`src/verilog/msx_bus_pkg.sv`:
```
`default_nettype none

package msx_bus_pkg;

	// ----------------------------------------------------------
	// MSX-50BUS widths
	// ----------------------------------------------------------
	// Full 64 KB memory address
	typedef logic [15:0] bus_addr_t;
	// One data byte on the bus
	typedef logic [7:0] bus_data_t;
	// Subslot number, one of four devices behind the expanded slot
	typedef logic [1:0] subslot_t;
	// Expanded-slot register, two bits per 16 KB page, page 0 in bits 1:0
	typedef logic [7:0] slot_reg_t;

	// Expanded-slot register sits at the top of the address space
	localparam bus_addr_t EXTSLOT_ADDR = 16'hFFFF;

	// ----------------------------------------------------------
	// Command FIFO
	// ----------------------------------------------------------
	localparam int CMD_FIFO_DEPTH = 4;
	localparam int CMD_FIFO_PTR_BITS = $clog2(CMD_FIFO_DEPTH);

	// Pointer and fill count, count needs one bit more than the pointer
	typedef logic [CMD_FIFO_PTR_BITS-1:0] fifo_ptr_t;
	typedef logic [CMD_FIFO_PTR_BITS:0] fifo_count_t;

	localparam fifo_count_t CMD_FIFO_FULL = fifo_count_t'(CMD_FIFO_DEPTH);
	localparam fifo_ptr_t CMD_FIFO_LAST = fifo_ptr_t'(CMD_FIFO_DEPTH - 1);

	// ----------------------------------------------------------
	// Bus master FSM
	// ----------------------------------------------------------
	typedef enum logic [1:0] {
		IDLE,
		STROBE,
		WAIT_DATA,
		RESPOND
	} master_state_t;

endpackage

`default_nettype wire

```
`src/verilog/ip_extslot.sv`:
```
`timescale 1ns/10ps
`default_nettype none

module ip_extslot import msx_bus_pkg::*; (
	input wire logic clk,
	input wire logic n_reset,
	// MSX-50BUS
	input wire bus_addr_t bus_address,
	input wire bus_data_t bus_write_data,
	input wire logic bus_read,
	input wire logic bus_write,
	input wire logic bus_memory,
	output logic bus_read_ready,
	output bus_data_t bus_read_data,
	// Subslot selects
	output logic extslot_memory0,
	output logic extslot_memory1,
	output logic extslot_memory2,
	output logic extslot_memory3
);
	logic w_extslot_dec;
	logic w_slot_hit;
	subslot_t w_page_sel;
	slot_reg_t ff_extslot_reg;
	logic ff_read_ready;

	// ----------------------------------------------------------
	// Address decode
	// ----------------------------------------------------------
	assign w_extslot_dec = (bus_address == EXTSLOT_ADDR);

	// ----------------------------------------------------------
	// Slot register and its readback
	// ----------------------------------------------------------
	always_ff @(posedge clk) begin
		if (!n_reset) begin
			ff_extslot_reg <= '0;
			ff_read_ready <= 1'b0;
		end else begin
			if (bus_memory && w_extslot_dec && bus_write) begin
				ff_extslot_reg <= bus_write_data;
			end
			// Answer one cycle after the read strobe
			ff_read_ready <= bus_memory && w_extslot_dec && bus_read;
		end
	end

	// Register reads back inverted, zero when idle so it can be ORed
	assign bus_read_ready = ff_read_ready;
	assign bus_read_data = ff_read_ready ? ~ff_extslot_reg : '0;

	// ----------------------------------------------------------
	// Subslot select
	// ----------------------------------------------------------
	// Field of the register for the 16 KB page being addressed
	always_comb begin
		case (bus_address[15:14])
			2'd0: w_page_sel = ff_extslot_reg[1:0];
			2'd1: w_page_sel = ff_extslot_reg[3:2];
			2'd2: w_page_sel = ff_extslot_reg[5:4];
			default: w_page_sel = ff_extslot_reg[7:6];
		endcase
	end

	// The register address itself never reaches a subslot
	assign w_slot_hit = bus_memory && !w_extslot_dec;

	assign extslot_memory0 = w_slot_hit && (w_page_sel == 2'd0);
	assign extslot_memory1 = w_slot_hit && (w_page_sel == 2'd1);
	assign extslot_memory2 = w_slot_hit && (w_page_sel == 2'd2);
	assign extslot_memory3 = w_slot_hit && (w_page_sel == 2'd3);

	// ----------------------------------------------------------
	// Checks
	// ----------------------------------------------------------
	// Register and subslots are mutually exclusive targets
	a_one_target: assert property (@(posedge clk) disable iff (!n_reset)
		$onehot0({extslot_memory3, extslot_memory2, extslot_memory1,
			extslot_memory0, bus_memory && w_extslot_dec}));

endmodule

`default_nettype wire

```
`config.mk`:
```
export PLATFORM = sky130hd
export DESIGN_NAME = ip_extslot
export DESIGN_NICKNAME = d
export VERILOG_FILES = /design/src/verilog/msx_bus_pkg.sv /design/src/verilog/ip_extslot.sv
export SDC_FILE = /design/constraint.sdc
export NUM_CORES = 1
export LEC_CHECK = 0
export BUFFER_PORTS_ARGS = -buffer_cell sky130_fd_sc_hd__buf_4
export CAP_MARGIN = 20
export CORE_MARGIN = 1
export CORE_UTILIZATION = 34
export CTS_CLUSTER_SIZE = 24
export DETAILED_ROUTE_END_ITERATION = 8
export PLACE_DENSITY_LB_ADDON = 0.2
export SYNTH_ARGS = -nofsm -noshare
export SYNTH_HDL_FRONTEND = slang
export SYNTH_SLANG_ARGS = --single-unit
```
`constraint.sdc`:
```
create_clock -name clk -period 1.55 [get_ports clk]
set_clock_uncertainty 0.1 [all_clocks]
set_input_delay 0.2325 -clock clk [delete_from_list [all_inputs] [get_ports clk]]
set_output_delay 0.2325 -clock clk [all_outputs]
set_load 0.02 [all_outputs]
```
==> metrics.md, run 1 <==
| Metric | Value |
|---|---|
| First-pass iteration count of the detailed router | `6` |
| Final worst-path setup slack | `-237 ps` |
| Die Y-Extent | `42.2 um` |
| Max incr delay on CP | `570 ps` |
| Number of standard-cell rows in the floorplan | `14` |
| Vias in the first global route | `631` |
| H-tree level count | `1` |
| Buffer levels on the longest clock path | `2` |
| Total DRC errors in the routed layout | `1` |
| Total number of nets in the final design | `148` |
| Clock latency at the later pin of the worst-skew pair | `250 ps` |
| Violated checks | `DRC, setup timing` |
| Post-placement worst setup slack | `-152 ps` |
| Hold Vio Cnt, Final | `0` |
| Number of buffers and inverters on the critical path | `1` |
| Initial core utilization | `0.365` |
| Number of vias after detailed routing | `694` |
| Hold WC Path Type | `in2reg` |
| Post-Synthesis Cell Area | `551 um^2` |
| Share of synthesized registers carrying an async set or reset | `0` |
| Most numerous cell in the Yosys netlist | `nand3_1` |
| Total clock buffers created by CTS | `3` |
| Max FFs per register | `8` |
| Min Clock Period, post-route | `1790 ps` |
| Worst slew margin relative to its limit | `0.708` |
| Endpoint required time on the critical path | `1220 ps` |
| WL/cell | `12.9 um` |
| CTS tree | `built` |
| Slowest stage cell on the critical path | `mux4_2` |
| Post-Syn Nets | `91` |
| Power per standard cell area | `474 nW/um^2` |
| Initial DRC Count | `9` |
| Category of the critical setup timing path | `reg2out` |
| Synthesized instance count | `62` |
| Setup violation total in the final timing report | `4` |
| Finished Cell Area | `1060 um^2` |
| Clock tree sinks | `9` |
| Worst-path fanout max | `3` |
| Share of the clock period used by the worst path | `1.15` |
| Die outline area | `1780 um^2` |
| Kind of cell adding the most delay to the critical path | `multiplexers` |
| Main synth FF type | `dfxtp_1` |
| CTS root buf | `clkbuf_4` |
| Routability Congestion | `0.753` |
| Proportion of layout cells with a drive suffix above 1 | `0.602` |
| Detail-routed via count per cell | `5.18` |
| Global route overflow | `0` |
| Setup repair after global routing missed its margin | `yes` |
| Peak clock frequency supported by timing | `0.560 GHz` |
| Antenna cells | `0` |
| CP startpoint kind | `register` |
| Count of warnings emitted by yosys | `0` |
| IO Port Bufs | `41` |
| Total I/O pin count | `42` |
| Average cell area after synthesis | `8.88 um^2` |
| Global-route wire length before repair | `2660 um` |
| Sequential area share after synthesis | `0.327` |
| Fill cell instance count of the final layout | `127` |
| Total Routed Length | `1720 um` |
| Post-synth EDFFs | `0` |
| Overall routing resource usage | `0.196` |
| Post-CTS Hold Buffers | `0` |
| List of most frequent post-synthesis cells | `nand3_1 (10), dfxtp_1 (9), a21boi_1 (8), nor2b_1 (8), o21ai_1 (7)` |
| Run status | `finished, violations left` |
| Total power | `502 uW` |
| Initial antenna violation count | `0` |
| Placed Area | `1010 um^2` |
| CTS clk-pin slew, worst paths | `60 ps` |
| Kind of capture point of the worst setup path | `primary output` |
| Number of buffers inserted by post-CTS setup repair | `0` |
| Static Leak | `0.478 nW` |
| CP cell instances | `mux4_2, nand3_4, nor2_4, buf_6` |
| Area share of the largest cell type after synthesis | `0.327` |
| Area growth from synthesis to layout | `92.3%` |
| Worst Tran Pin Value | `437 ps` |
| Cell type contributing the most total cell area after synthesis | `dfxtp_1` |
| Final-report max-slew violation count | `0` |
| Number of violations of the max-capacitance limit | `0` |
| Post-detailed-route count of antenna-violating nets | `0` |
| Worst endpoint data arrival time | `1450 ps` |
| Ranking of synthesized cells by area | `dfxtp_1 (33%), a21boi_1 (11%), mux4_1 (9.5%)` |
| Core area | `1510 um^2` |
| Dpl hpwl | `1330 um` |
| Pin count of the biggest net entering global routing | `10` |
| Count of unique library cells instantiated by Yosys | `18` |
| Flops & latches, synth | `9` |
| Worst supply voltage drop on vdd | `0.000491 V` |
| Width of the die | `42.2 um` |
==> cell usage in the layout (no fill, tap or decap) <==
cell,n
and2_0,1
nand3_1,9
nand2_1,1
nor2b_1,8
a21boi_1,8
nand2_4,1
clkbuf_1,1
mux4_2,2
nor4_4,1
buf_6,5
clkbuf_4,3
nor2_4,2
dfxtp_1,7
nand3_4,1
o21ai_1,7
nand4_2,1
o21ai_0,1
dfxtp_2,2
inv_2,1
nor3_4,2
or4_4,1
nor2_1,1
buf_4,49
nand4_1,3
==> per-layer routing <==
metal	global-route usage	share of wire
met3	0.0517	0.082
met2	0.351	0.51
met4	0.0563	0.0046
met5	0	0
met1	0.228	0.40
==> path summary, 6_finish.rpt <==
kind	startpoint	endpoint	slack, ps	cells past startpoint
min reg2reg	ff_extslot_reg[1]$_SDFFE_PN0P_	ff_extslot_reg[1]$_SDFFE_PN0P_	390	2
max reg2reg	ff_extslot_reg[4]$_SDFFE_PN0P_	ff_extslot_reg[4]$_SDFFE_PN0P_	730	3
max	ff_extslot_reg[7]$_SDFFE_PN0P_	extslot_memory2	-240	4
min	bus_read	bus_read_ready$_SDFF_PN0_	120	3
==> cell type report <==
cell class	count	area [um^2]	share of cell area
Clock buffer	4	26.3	0.0248
Inverter	1	3.75	0.00355
Multi-Input combinational cell	50	402	0.379
Sequential cell	9	183	0.173
Tap cell	16	20.0	0.0189
Timing Repair Buffer	54	424	0.401
==> logic make-up (layout without fill, tap and decap cells) <==
family | after synthesis | count (layout) | share of synthesized area
buf+inv | 3 | 59 | 0.0341
flops | 9 | 9 | 0.327
simple gates | 32 | 32 | 0.361
compound gates | 16 | 16 | 0.182
mux | 2 | 2 | 0.0955
==> power breakdown <==
part,internal [mW],switching [mW]
sequential,0.231,0.000000689
clock,0.0989,0.0774
combinational,0.0597,0.0345
==> per-stage QoR <==
step                      TNS [ps]  cells   util  hold slack, ps
after floorplan              -58.5     62      -             258
after global placement       -1270    130  0.674             377
after detailed placement     -1430    130  0.674             391
after global routing         -1070    134  0.703             131
final                         -886    134  0.703             121
after CTS                     -921    134  0.700             119
==> repair_timing <==
action | 4_1_cts | 5_1_grt
endpoints found under the setup margin | 4 | 4
pin swaps | 4 | 2
resized for setup | 8 | 1
==> worst register-to-register path, delay by kind of cell (launching register included) <==
family          cells  cell delay, ps
buf+inv             1             120
compound gates      2             190
flops               1             350
(Power assumes the default switching activity.)
==> inputs of run 2 (changes only) <==
- CORE_UTILIZATION: 34 -> 35
- clock period: 1.55 -> 2.2 ns (I/O delays scaled with it)
==> run 2 against run 1 <==
  * Total power down 31%
  * Combinational power decreased by 38%
  * Utilization down 6.0 points
  * The flow now finishes without violations
  * Highest routed layer unchanged
  * Clock power down 30%
  * Critical endpoint unchanged
  * Design area is 16% lower
==> metrics.md, run 2 (synthesis results as in run 1) <==
| Metric | Value |
|---|---|
| Min Clock Period, post-route | `2010 ps` |
| Top Usage Layer GRT | `met2 (unchanged)` |
| Antenna cells | `0 (unchanged)` |
| Post-layout instance count excluding filler cells | `120 (was 134)` |
| Multi-input gate area in the final layout | `352 um^2 (was 402 um^2)` |
| CTS tree | `built (unchanged)` |
| Endpoint required time on the critical path | `1770 ps (was 1220 ps)` |
| Max FFs per register | `8 (unchanged)` |
| Fill cell instance count of the final layout | `141 (was 127)` |
| Hold Vio Cnt, Final | `0 (unchanged)` |
| Total instance count after detailed placement | `116 (was 130)` |
| Max incr delay on CP | `640 ps (was 570 ps)` |
| Hold WC Path Type | `in2reg (unchanged)` |
| Commonest non-fill, non-tap cells in the layout | `buf_4 (41), nand3_1 (10), dfxtp_1 (9) (was buf_4 (49), nand3_1 (9), nor2b_1 (8), a21boi_1 (8))` |
| Worst supply voltage drop on vdd | `0.000320 V (was 0.000491 V)` |
| Post-CTS Hold Buffers | `0 (unchanged)` |
| Slowest stage cell on the critical path | `or4_4 (was mux4_2)` |
| Worst Tran Pin Value | `493 ps (was 437 ps)` |
| Power per standard cell area | `389 nW/um^2 (was 474 nW/um^2)` |
| Post-CTS sizing | `0 (was 8)` |
| Total power | `346 uW (was 502 uW)` |
| Initial antenna violation count | `0 (unchanged)` |
| Post-Route Utilization | `0.643 (was 0.703)` |
| Startpoint of the lowest-slack hold path | `bus_read (unchanged)` |
| Share of the clock period used by the worst path | `0.913` |
| CP cell instances | `buf_4, nand4_2, or4_4, nand3_1, nor2_1, buf_4 (was mux4_2, nand3_4, nor2_4, buf_6)` |
| Placed Area | `862 um^2 (was 1010 um^2)` |
| Worst endpoint data arrival time | `1580 ps (was 1450 ps)` |
| IO Port Bufs | `41 (unchanged)` |
| Routability Congestion | `0.815 (was 0.753)` |
| Number of violations of the max-capacitance limit | `0 (unchanged)` |
| Global Route met3 Usage | `0.0304 (was 0.0517)` |
| Commonest non-fill, non-tap cell in the layout | `buf_4 (unchanged)` |
| H-tree level count | `1 (unchanged)` |
| Number of buffers and inverters on the critical path | `2 (was 1)` |
| Setup violation total in the final timing report | `0 (was 4)` |
| Proportion of layout cells with a drive suffix above 1 | `0.448 (was 0.602)` |
| Total DRC errors in the routed layout | `0 (was 1)` |
| Number of vias after detailed routing | `638 (was 694)` |
| CTS root buf | `clkbuf_4 (unchanged)` |
| Worst-path fanout max | `11 (was 3)` |
| Launch point of the worst reg-to-reg path | `ff_extslot_reg[7]$_SDFFE_PN0P_ (was ff_extslot_reg[4]$_SDFFE_PN0P_)` |
| Width of the die | `41.7 um (was 42.2 um)` |
| Core area | `1380 um^2 (was 1510 um^2)` |
| Total Routed Length | `1570 um (was 1720 um)` |
| Post-Route Setup TNS | `0 ps (was -886 ps)` |
| Die outline area | `1740 um^2 (was 1780 um^2)` |
| Setup repair after global routing missed its margin | `no (was yes)` |
| WL/cell | `13.1 um (was 12.9 um)` |
| Detail-routed via count per cell | `5.32 (was 5.18)` |
| GR Util met2 | `0.325 (was 0.351)` |
| Static Leak | `0.416 nW (was 0.478 nW)` |
| Initial core utilization | `0.398 (was 0.365)` |
| Total number of nets in the final design | `135 (was 148)` |
| Initial DRC Count | `8 (was 9)` |
| Number of standard-cell rows in the floorplan | `13 (was 14)` |
| Peak clock frequency supported by timing | `0.498 GHz` |
| Global route overflow | `0 (unchanged)` |
| Cell mode on critical path | `buf_4` |
| Critical path launch point | `bus_address[15] (was ff_extslot_reg[7]$_SDFFE_PN0P_)` |
| Final-report max-slew violation count | `0 (unchanged)` |
| Buffer levels on the longest clock path | `2 (unchanged)` |
| Number of buffers inserted by post-CTS setup repair | `0 (unchanged)` |
| Finished Cell Area | `888 um^2 (was 1060 um^2)` |
| Area growth from synthesis to layout | `61.4% (was 92.3%)` |
| Vias in the first global route | `644 (was 631)` |
| Met1 GRT Util | `0.212 (was 0.228)` |
| Die Y-Extent | `41.7 um (was 42.2 um)` |
| Total I/O pin count | `42 (unchanged)` |
| Dpl hpwl | `1250 um (was 1330 um)` |
| Flop-to-flop setup slack | `1450 ps (was 730 ps)` |
| Global-route wire length before repair | `2570 um (was 2660 um)` |
| Kind of capture point of the worst setup path | `primary output (unchanged)` |
| CP startpoint kind | `primary input (was register)` |
| Worst slew margin relative to its limit | `0.669 (was 0.708)` |
| Clock latency at the later pin of the worst-skew pair | `250 ps (about the same)` |
| Run status | `completed (was finished, violations left)` |
| First-pass iteration count of the detailed router | `4 (was 6)` |
| Total clock buffers created by CTS | `3 (unchanged)` |
| Post-detailed-route count of antenna-violating nets | `0 (unchanged)` |
| Category of the critical setup timing path | `in2out (was reg2out)` |
| Overall routing resource usage | `0.184 (was 0.196)` |
| Pin count of the biggest net entering global routing | `12 (was 10)` |
| CTS clk-pin slew, worst paths | `60 ps (about the same)` |
| Kind of cell adding the most delay to the critical path | `simple AND/OR/NAND/NOR gates (was multiplexers)` |
| Clock tree sinks | `9 (unchanged)` |
| Sequential cell area | `180 um^2 (was 183 um^2)` |
==> run 2: changes by cell type in the layout (fill, tap and decap cells not counted), sizes merged <==
cell | before | now
buf | 54 | 41
==> run 2: report_power, final <==
part | internal [mW] | leakage, nW | total (mW) | switching [mW]
registers | 0.163 | 0.0724 | 0.163 | 0.000000574
clock network | 0.0697 | 0.0150 | 0.124 | 0.0543
logic | 0.0379 | 0.329 | 0.0589 | 0.0210
total | 0.270 | 0.416 | 0.346 | 0.0753
==> run 2: metal layers <==
| metal | share of wire | wire (um) |
|---|---|---|
| met5 | 0 | 0 |
| met1 | 0.40 | 626 |
| met3 | 0.071 | 111 |
| met2 | 0.53 | 828 |
| met4 | 0.0032 | 5 |
==> run 2: path summary, 6_finish.rpt <==
kind / endpoint / cells after the start
max reg2reg: ff_extslot_reg[7]$_SDFFE_PN0P_ / 2
min: bus_read_ready$_SDFF_PN0_ / 3
min reg2reg: ff_extslot_reg[1]$_SDFFE_PN0P_ / 2
max: extslot_memory2 / 6
==> run 2: layout make-up <==
class | instances | area share
Clock buffer | 4 | 0.0296
Inverter | 1 | 0.00423
Multi-Input combinational cell | 50 | 0.396
Sequential cell | 9 | 0.203
Tap cell | 15 | 0.0211
Timing Repair Buffer | 41 | 0.346
==> run 2: through the flow <==
step	hold WS (ps)	setup WS (ps)
6_report	224	192
2_1_floorplan	356	347
5_1_grt	217	94.9
3_5_place_dp	391	190
4_1_cts	221	187
3_3_place_gp	382	228
==> run 2: worst reg2reg max path, cell delays in order, from the launching register on <==
cell and delay [ps]:
dfxtp_1 350, o21ai_1 80, a21boi_1 150
==> inputs of run 3 (changes only) <==
- CELL_PAD_IN_SITES_DETAIL_PLACEMENT: not set -> 0
- CELL_PAD_IN_SITES_GLOBAL_PLACEMENT: not set -> 1
- CORE_UTILIZATION: 35 -> 27
- SETUP_SLACK_MARGIN: not set -> 0.2
- SLEW_MARGIN: not set -> 25
==> run 3 against run 2 <==
  * Via count fell by 2.5%
  * Register-to-register slack is essentially flat
  * Fmax is 4.8% higher
  * Total power is essentially flat
  * Sequential cell count unchanged
  * Largest power group unchanged
==> metrics.md, run 3 (synthesis results as in run 1) <==
| Metric | Value |
|---|---|
| Clock tree sinks | `9 (unchanged)` |
| Uppermost signal routing layer after detailed routing | `met4 (unchanged)` |
| Clock latency at the later pin of the worst-skew pair | `260 ps (was 250 ps)` |
| Area growth from synthesis to layout | `65.7% (was 61.4%)` |
| Post-Route Setup TNS | `0 ps (unchanged)` |
| Post-Route Utilization | `0.501 (was 0.643)` |
| Buffer levels on the longest clock path | `2 (unchanged)` |
| CTS clk-pin slew, worst paths | `60 ps (about the same)` |
| Endpoint required time on the critical path | `1770 ps (about the same)` |
| Kind of cell adding the most delay to the critical path | `simple AND/OR/NAND/NOR gates (unchanged)` |
| Launch point of the worst reg-to-reg path | `ff_extslot_reg[2]$_SDFFE_PN0P_ (was ff_extslot_reg[7]$_SDFFE_PN0P_)` |
| Antenna cells | `0 (unchanged)` |
| Static Leak | `0.417 nW (was 0.416 nW)` |
| Multi-input gate area in the final layout | `348 um^2 (was 352 um^2)` |
| Peak clock frequency supported by timing | `0.522 GHz (was 0.498 GHz)` |
| IO Port Bufs | `41 (unchanged)` |
| Overall routing resource usage | `0.168 (was 0.184)` |
| Kind of capture point of the worst setup path | `primary output (unchanged)` |
| Width of the die | `47.2 um (was 41.7 um)` |
| Number of vias after detailed routing | `622 (was 638)` |
| Post-Route M1 WL | `745 um (was 626 um)` |
| Proportion of layout cells with a drive suffix above 1 | `0.467 (was 0.448)` |
| Startpoint of the lowest-slack hold path | `bus_write_data[4] (was bus_read)` |
| Amount of wire on met2 after detailed routing | `705 um (was 828 um)` |
| Global-route wire length before repair | `2550 um (was 2570 um)` |
| Final-report max-slew violation count | `0 (unchanged)` |
| Flop-to-flop setup slack | `1440 ps (was 1450 ps)` |
| Initial DRC Count | `6 (was 8)` |
| Cell mode on critical path | `buf_4 (unchanged)` |
| First-pass iteration count of the detailed router | `4 (unchanged)` |
| Hold Vio Cnt, Final | `0 (unchanged)` |
| Met3 WL post-DR | `80 um (was 111 um)` |
| CP startpoint kind | `primary input (unchanged)` |
| Min Clock Period, post-route | `1920 ps (was 2010 ps)` |
| Worst endpoint data arrival time | `1490 ps (was 1580 ps)` |
| Total Routed Length | `1550 um (was 1570 um)` |
| Number of standard-cell rows in the floorplan | `15 (was 13)` |
| Detail-routed via count per cell | `4.71 (was 5.32)` |
| Die outline area | `2220 um^2 (was 1740 um^2)` |
| Pin count of the biggest net entering global routing | `12 (unchanged)` |
| Hold WC Path Type | `in2reg (unchanged)` |
| Commonest non-fill, non-tap cell in the layout | `buf_4 (unchanged)` |
| Max FFs per register | `8 (unchanged)` |
| H-tree level count | `1 (unchanged)` |
| CTS root buf | `clkbuf_4 (unchanged)` |
| Setup repair after global routing missed its margin | `no (unchanged)` |
| Setup violation total in the final timing report | `0 (unchanged)` |
| Commonest non-fill, non-tap cells in the layout | `buf_4 (43), nand3_1 (10), dfxtp_1 (9) (was buf_4 (41), nand3_1 (10), dfxtp_1 (9))` |
| Number of buffers and inverters on the critical path | `2 (unchanged)` |
| Post-layout instance count excluding filler cells | `132 (was 120)` |
| Fill cell instance count of the final layout | `182 (was 141)` |
| Vias in the first global route | `604 (was 644)` |
| RR Endpoint | `ff_extslot_reg[2]$_SDFFE_PN0P_ (was ff_extslot_reg[7]$_SDFFE_PN0P_)` |
| WL/cell | `11.8 um (was 13.1 um)` |
| Routability Congestion | `0.725 (was 0.815)` |
| Total instance count after detailed placement | `126 (was 116)` |
| Number of violations of the max-capacitance limit | `0 (unchanged)` |
| Post-detailed-route count of antenna-violating nets | `0 (unchanged)` |
| Total I/O pin count | `42 (unchanged)` |
| Slowest stage cell on the critical path | `or4_4 (unchanged)` |
| Worst Tran Pin Value | `502 ps (was 493 ps)` |
| Depth of the worst hold-timing path | `3 (unchanged)` |
| Worst-path fanout max | `5 (was 11)` |
| Run status | `completed (unchanged)` |
| Core area | `1820 um^2 (was 1380 um^2)` |
| Dpl hpwl | `1240 um (was 1250 um)` |
| Category of the critical setup timing path | `in2out (unchanged)` |
| Die Y-Extent | `47.2 um (was 41.7 um)` |
| Endpoint with the worst hold slack | `ff_extslot_reg[4]$_SDFFE_PN0P_ (was bus_read_ready$_SDFF_PN0_)` |
| Max incr delay on CP | `600 ps (was 640 ps)` |
| Depth of the most critical reg-to-reg path | `2 (unchanged)` |
| Total DRC errors in the routed layout | `0 (unchanged)` |
| Worst slew margin relative to its limit | `0.663 (was 0.669)` |
| Share of the clock period used by the worst path | `0.871 (was 0.913)` |
| Global route overflow | `0 (unchanged)` |
| Total clock buffers created by CTS | `3 (unchanged)` |
| Initial antenna violation count | `0 (unchanged)` |
| Worst supply voltage drop on vdd | `0.000264 V (was 0.000320 V)` |
| Total number of nets in the final design | `137 (was 135)` |
| CP cell instances | `buf_4, nand4_1, or4_4, nand3_1, nor2_1, buf_4 (was buf_4, nand4_2, or4_4, nand3_1, nor2_1, buf_4)` |
| Sequential cell area | `180 um^2 (unchanged)` |
| Initial core utilization | `0.302 (was 0.398)` |
| Power per standard cell area | `379 nW/um^2 (was 389 nW/um^2)` |
| Post-CTS Hold Buffers | `0 (unchanged)` |
| CTS tree | `built (unchanged)` |
## run 3: layout make-up
type                       count  share of cell area
clock buffer                   4              0.0288
inverter                       1             0.00412
tap                           25              0.0343
timing repair buffer          43               0.354
multi-input combinational     50               0.381
sequential                     9               0.198
## run 3: repair_timing
| item | CTS | global route |
|---|---|---|
| setup endpoints to repair | 0 | 4 |
| endpoints found under the hold margin | 0 | 0 |
| setup buffers | 0 | 2 |
| resized for setup | 0 | 1 |
## run 3: routing by layer
layer,track usage,vias to the layer above
li1,-,323
met2,0.283,22
met1,0.200,275
met5,0,-
met4,0.0857,0
met3,0.0346,2
## run 3: worst max-delay path by stage
stage / startpoint / endpoint / slack, ps / depth (start not counted)
2_1_floorplan: bus_address[15] / extslot_memory0 / 350 / 2
3_3_place_gp: bus_address[15] / extslot_memory2 / 220 / 6
3_5_place_dp: bus_address[15] / extslot_memory2 / 210 / 6
4_1_cts: bus_address[15] / extslot_memory2 / 210 / 6
5_1_grt: bus_address[10] / extslot_memory0 / 220 / 6
6_report: bus_address[10] / extslot_memory2 / 280 / 6
## run 3: tightest hold or removal path: cells and delay by family
| family | cells | cell delay [ps] |
|---|---|---|
| buffers and inverters | 1 | 110 |
| AND/OR/NAND/NOR | 1 | 50 |
| AO/OA/AOI/OAI | 1 | 50 |
## run 3: per-stage QoR
stage                     setup slack, ps  instance area (um^2)  power (mW)  hold slack (ps)
after floorplan                       347                   551       0.180              356
after global placement                224                   875       0.224              381
after detailed placement              212                   875       0.225              392
after CTS                             213                   901       0.352              225
after global routing                  217                   912       0.366              224
final                                 284                   912       0.346              228
## run 3: power breakdown
part	leakage [nW]	total [mW]	internal (mW)	switching, mW
combinational	0.330	0.0581	0.0379	0.0202
sequential	0.0724	0.163	0.163	0.000000611
clock	0.0150	0.125	0.0698	0.0552
total	0.417	0.346	0.271	0.0754
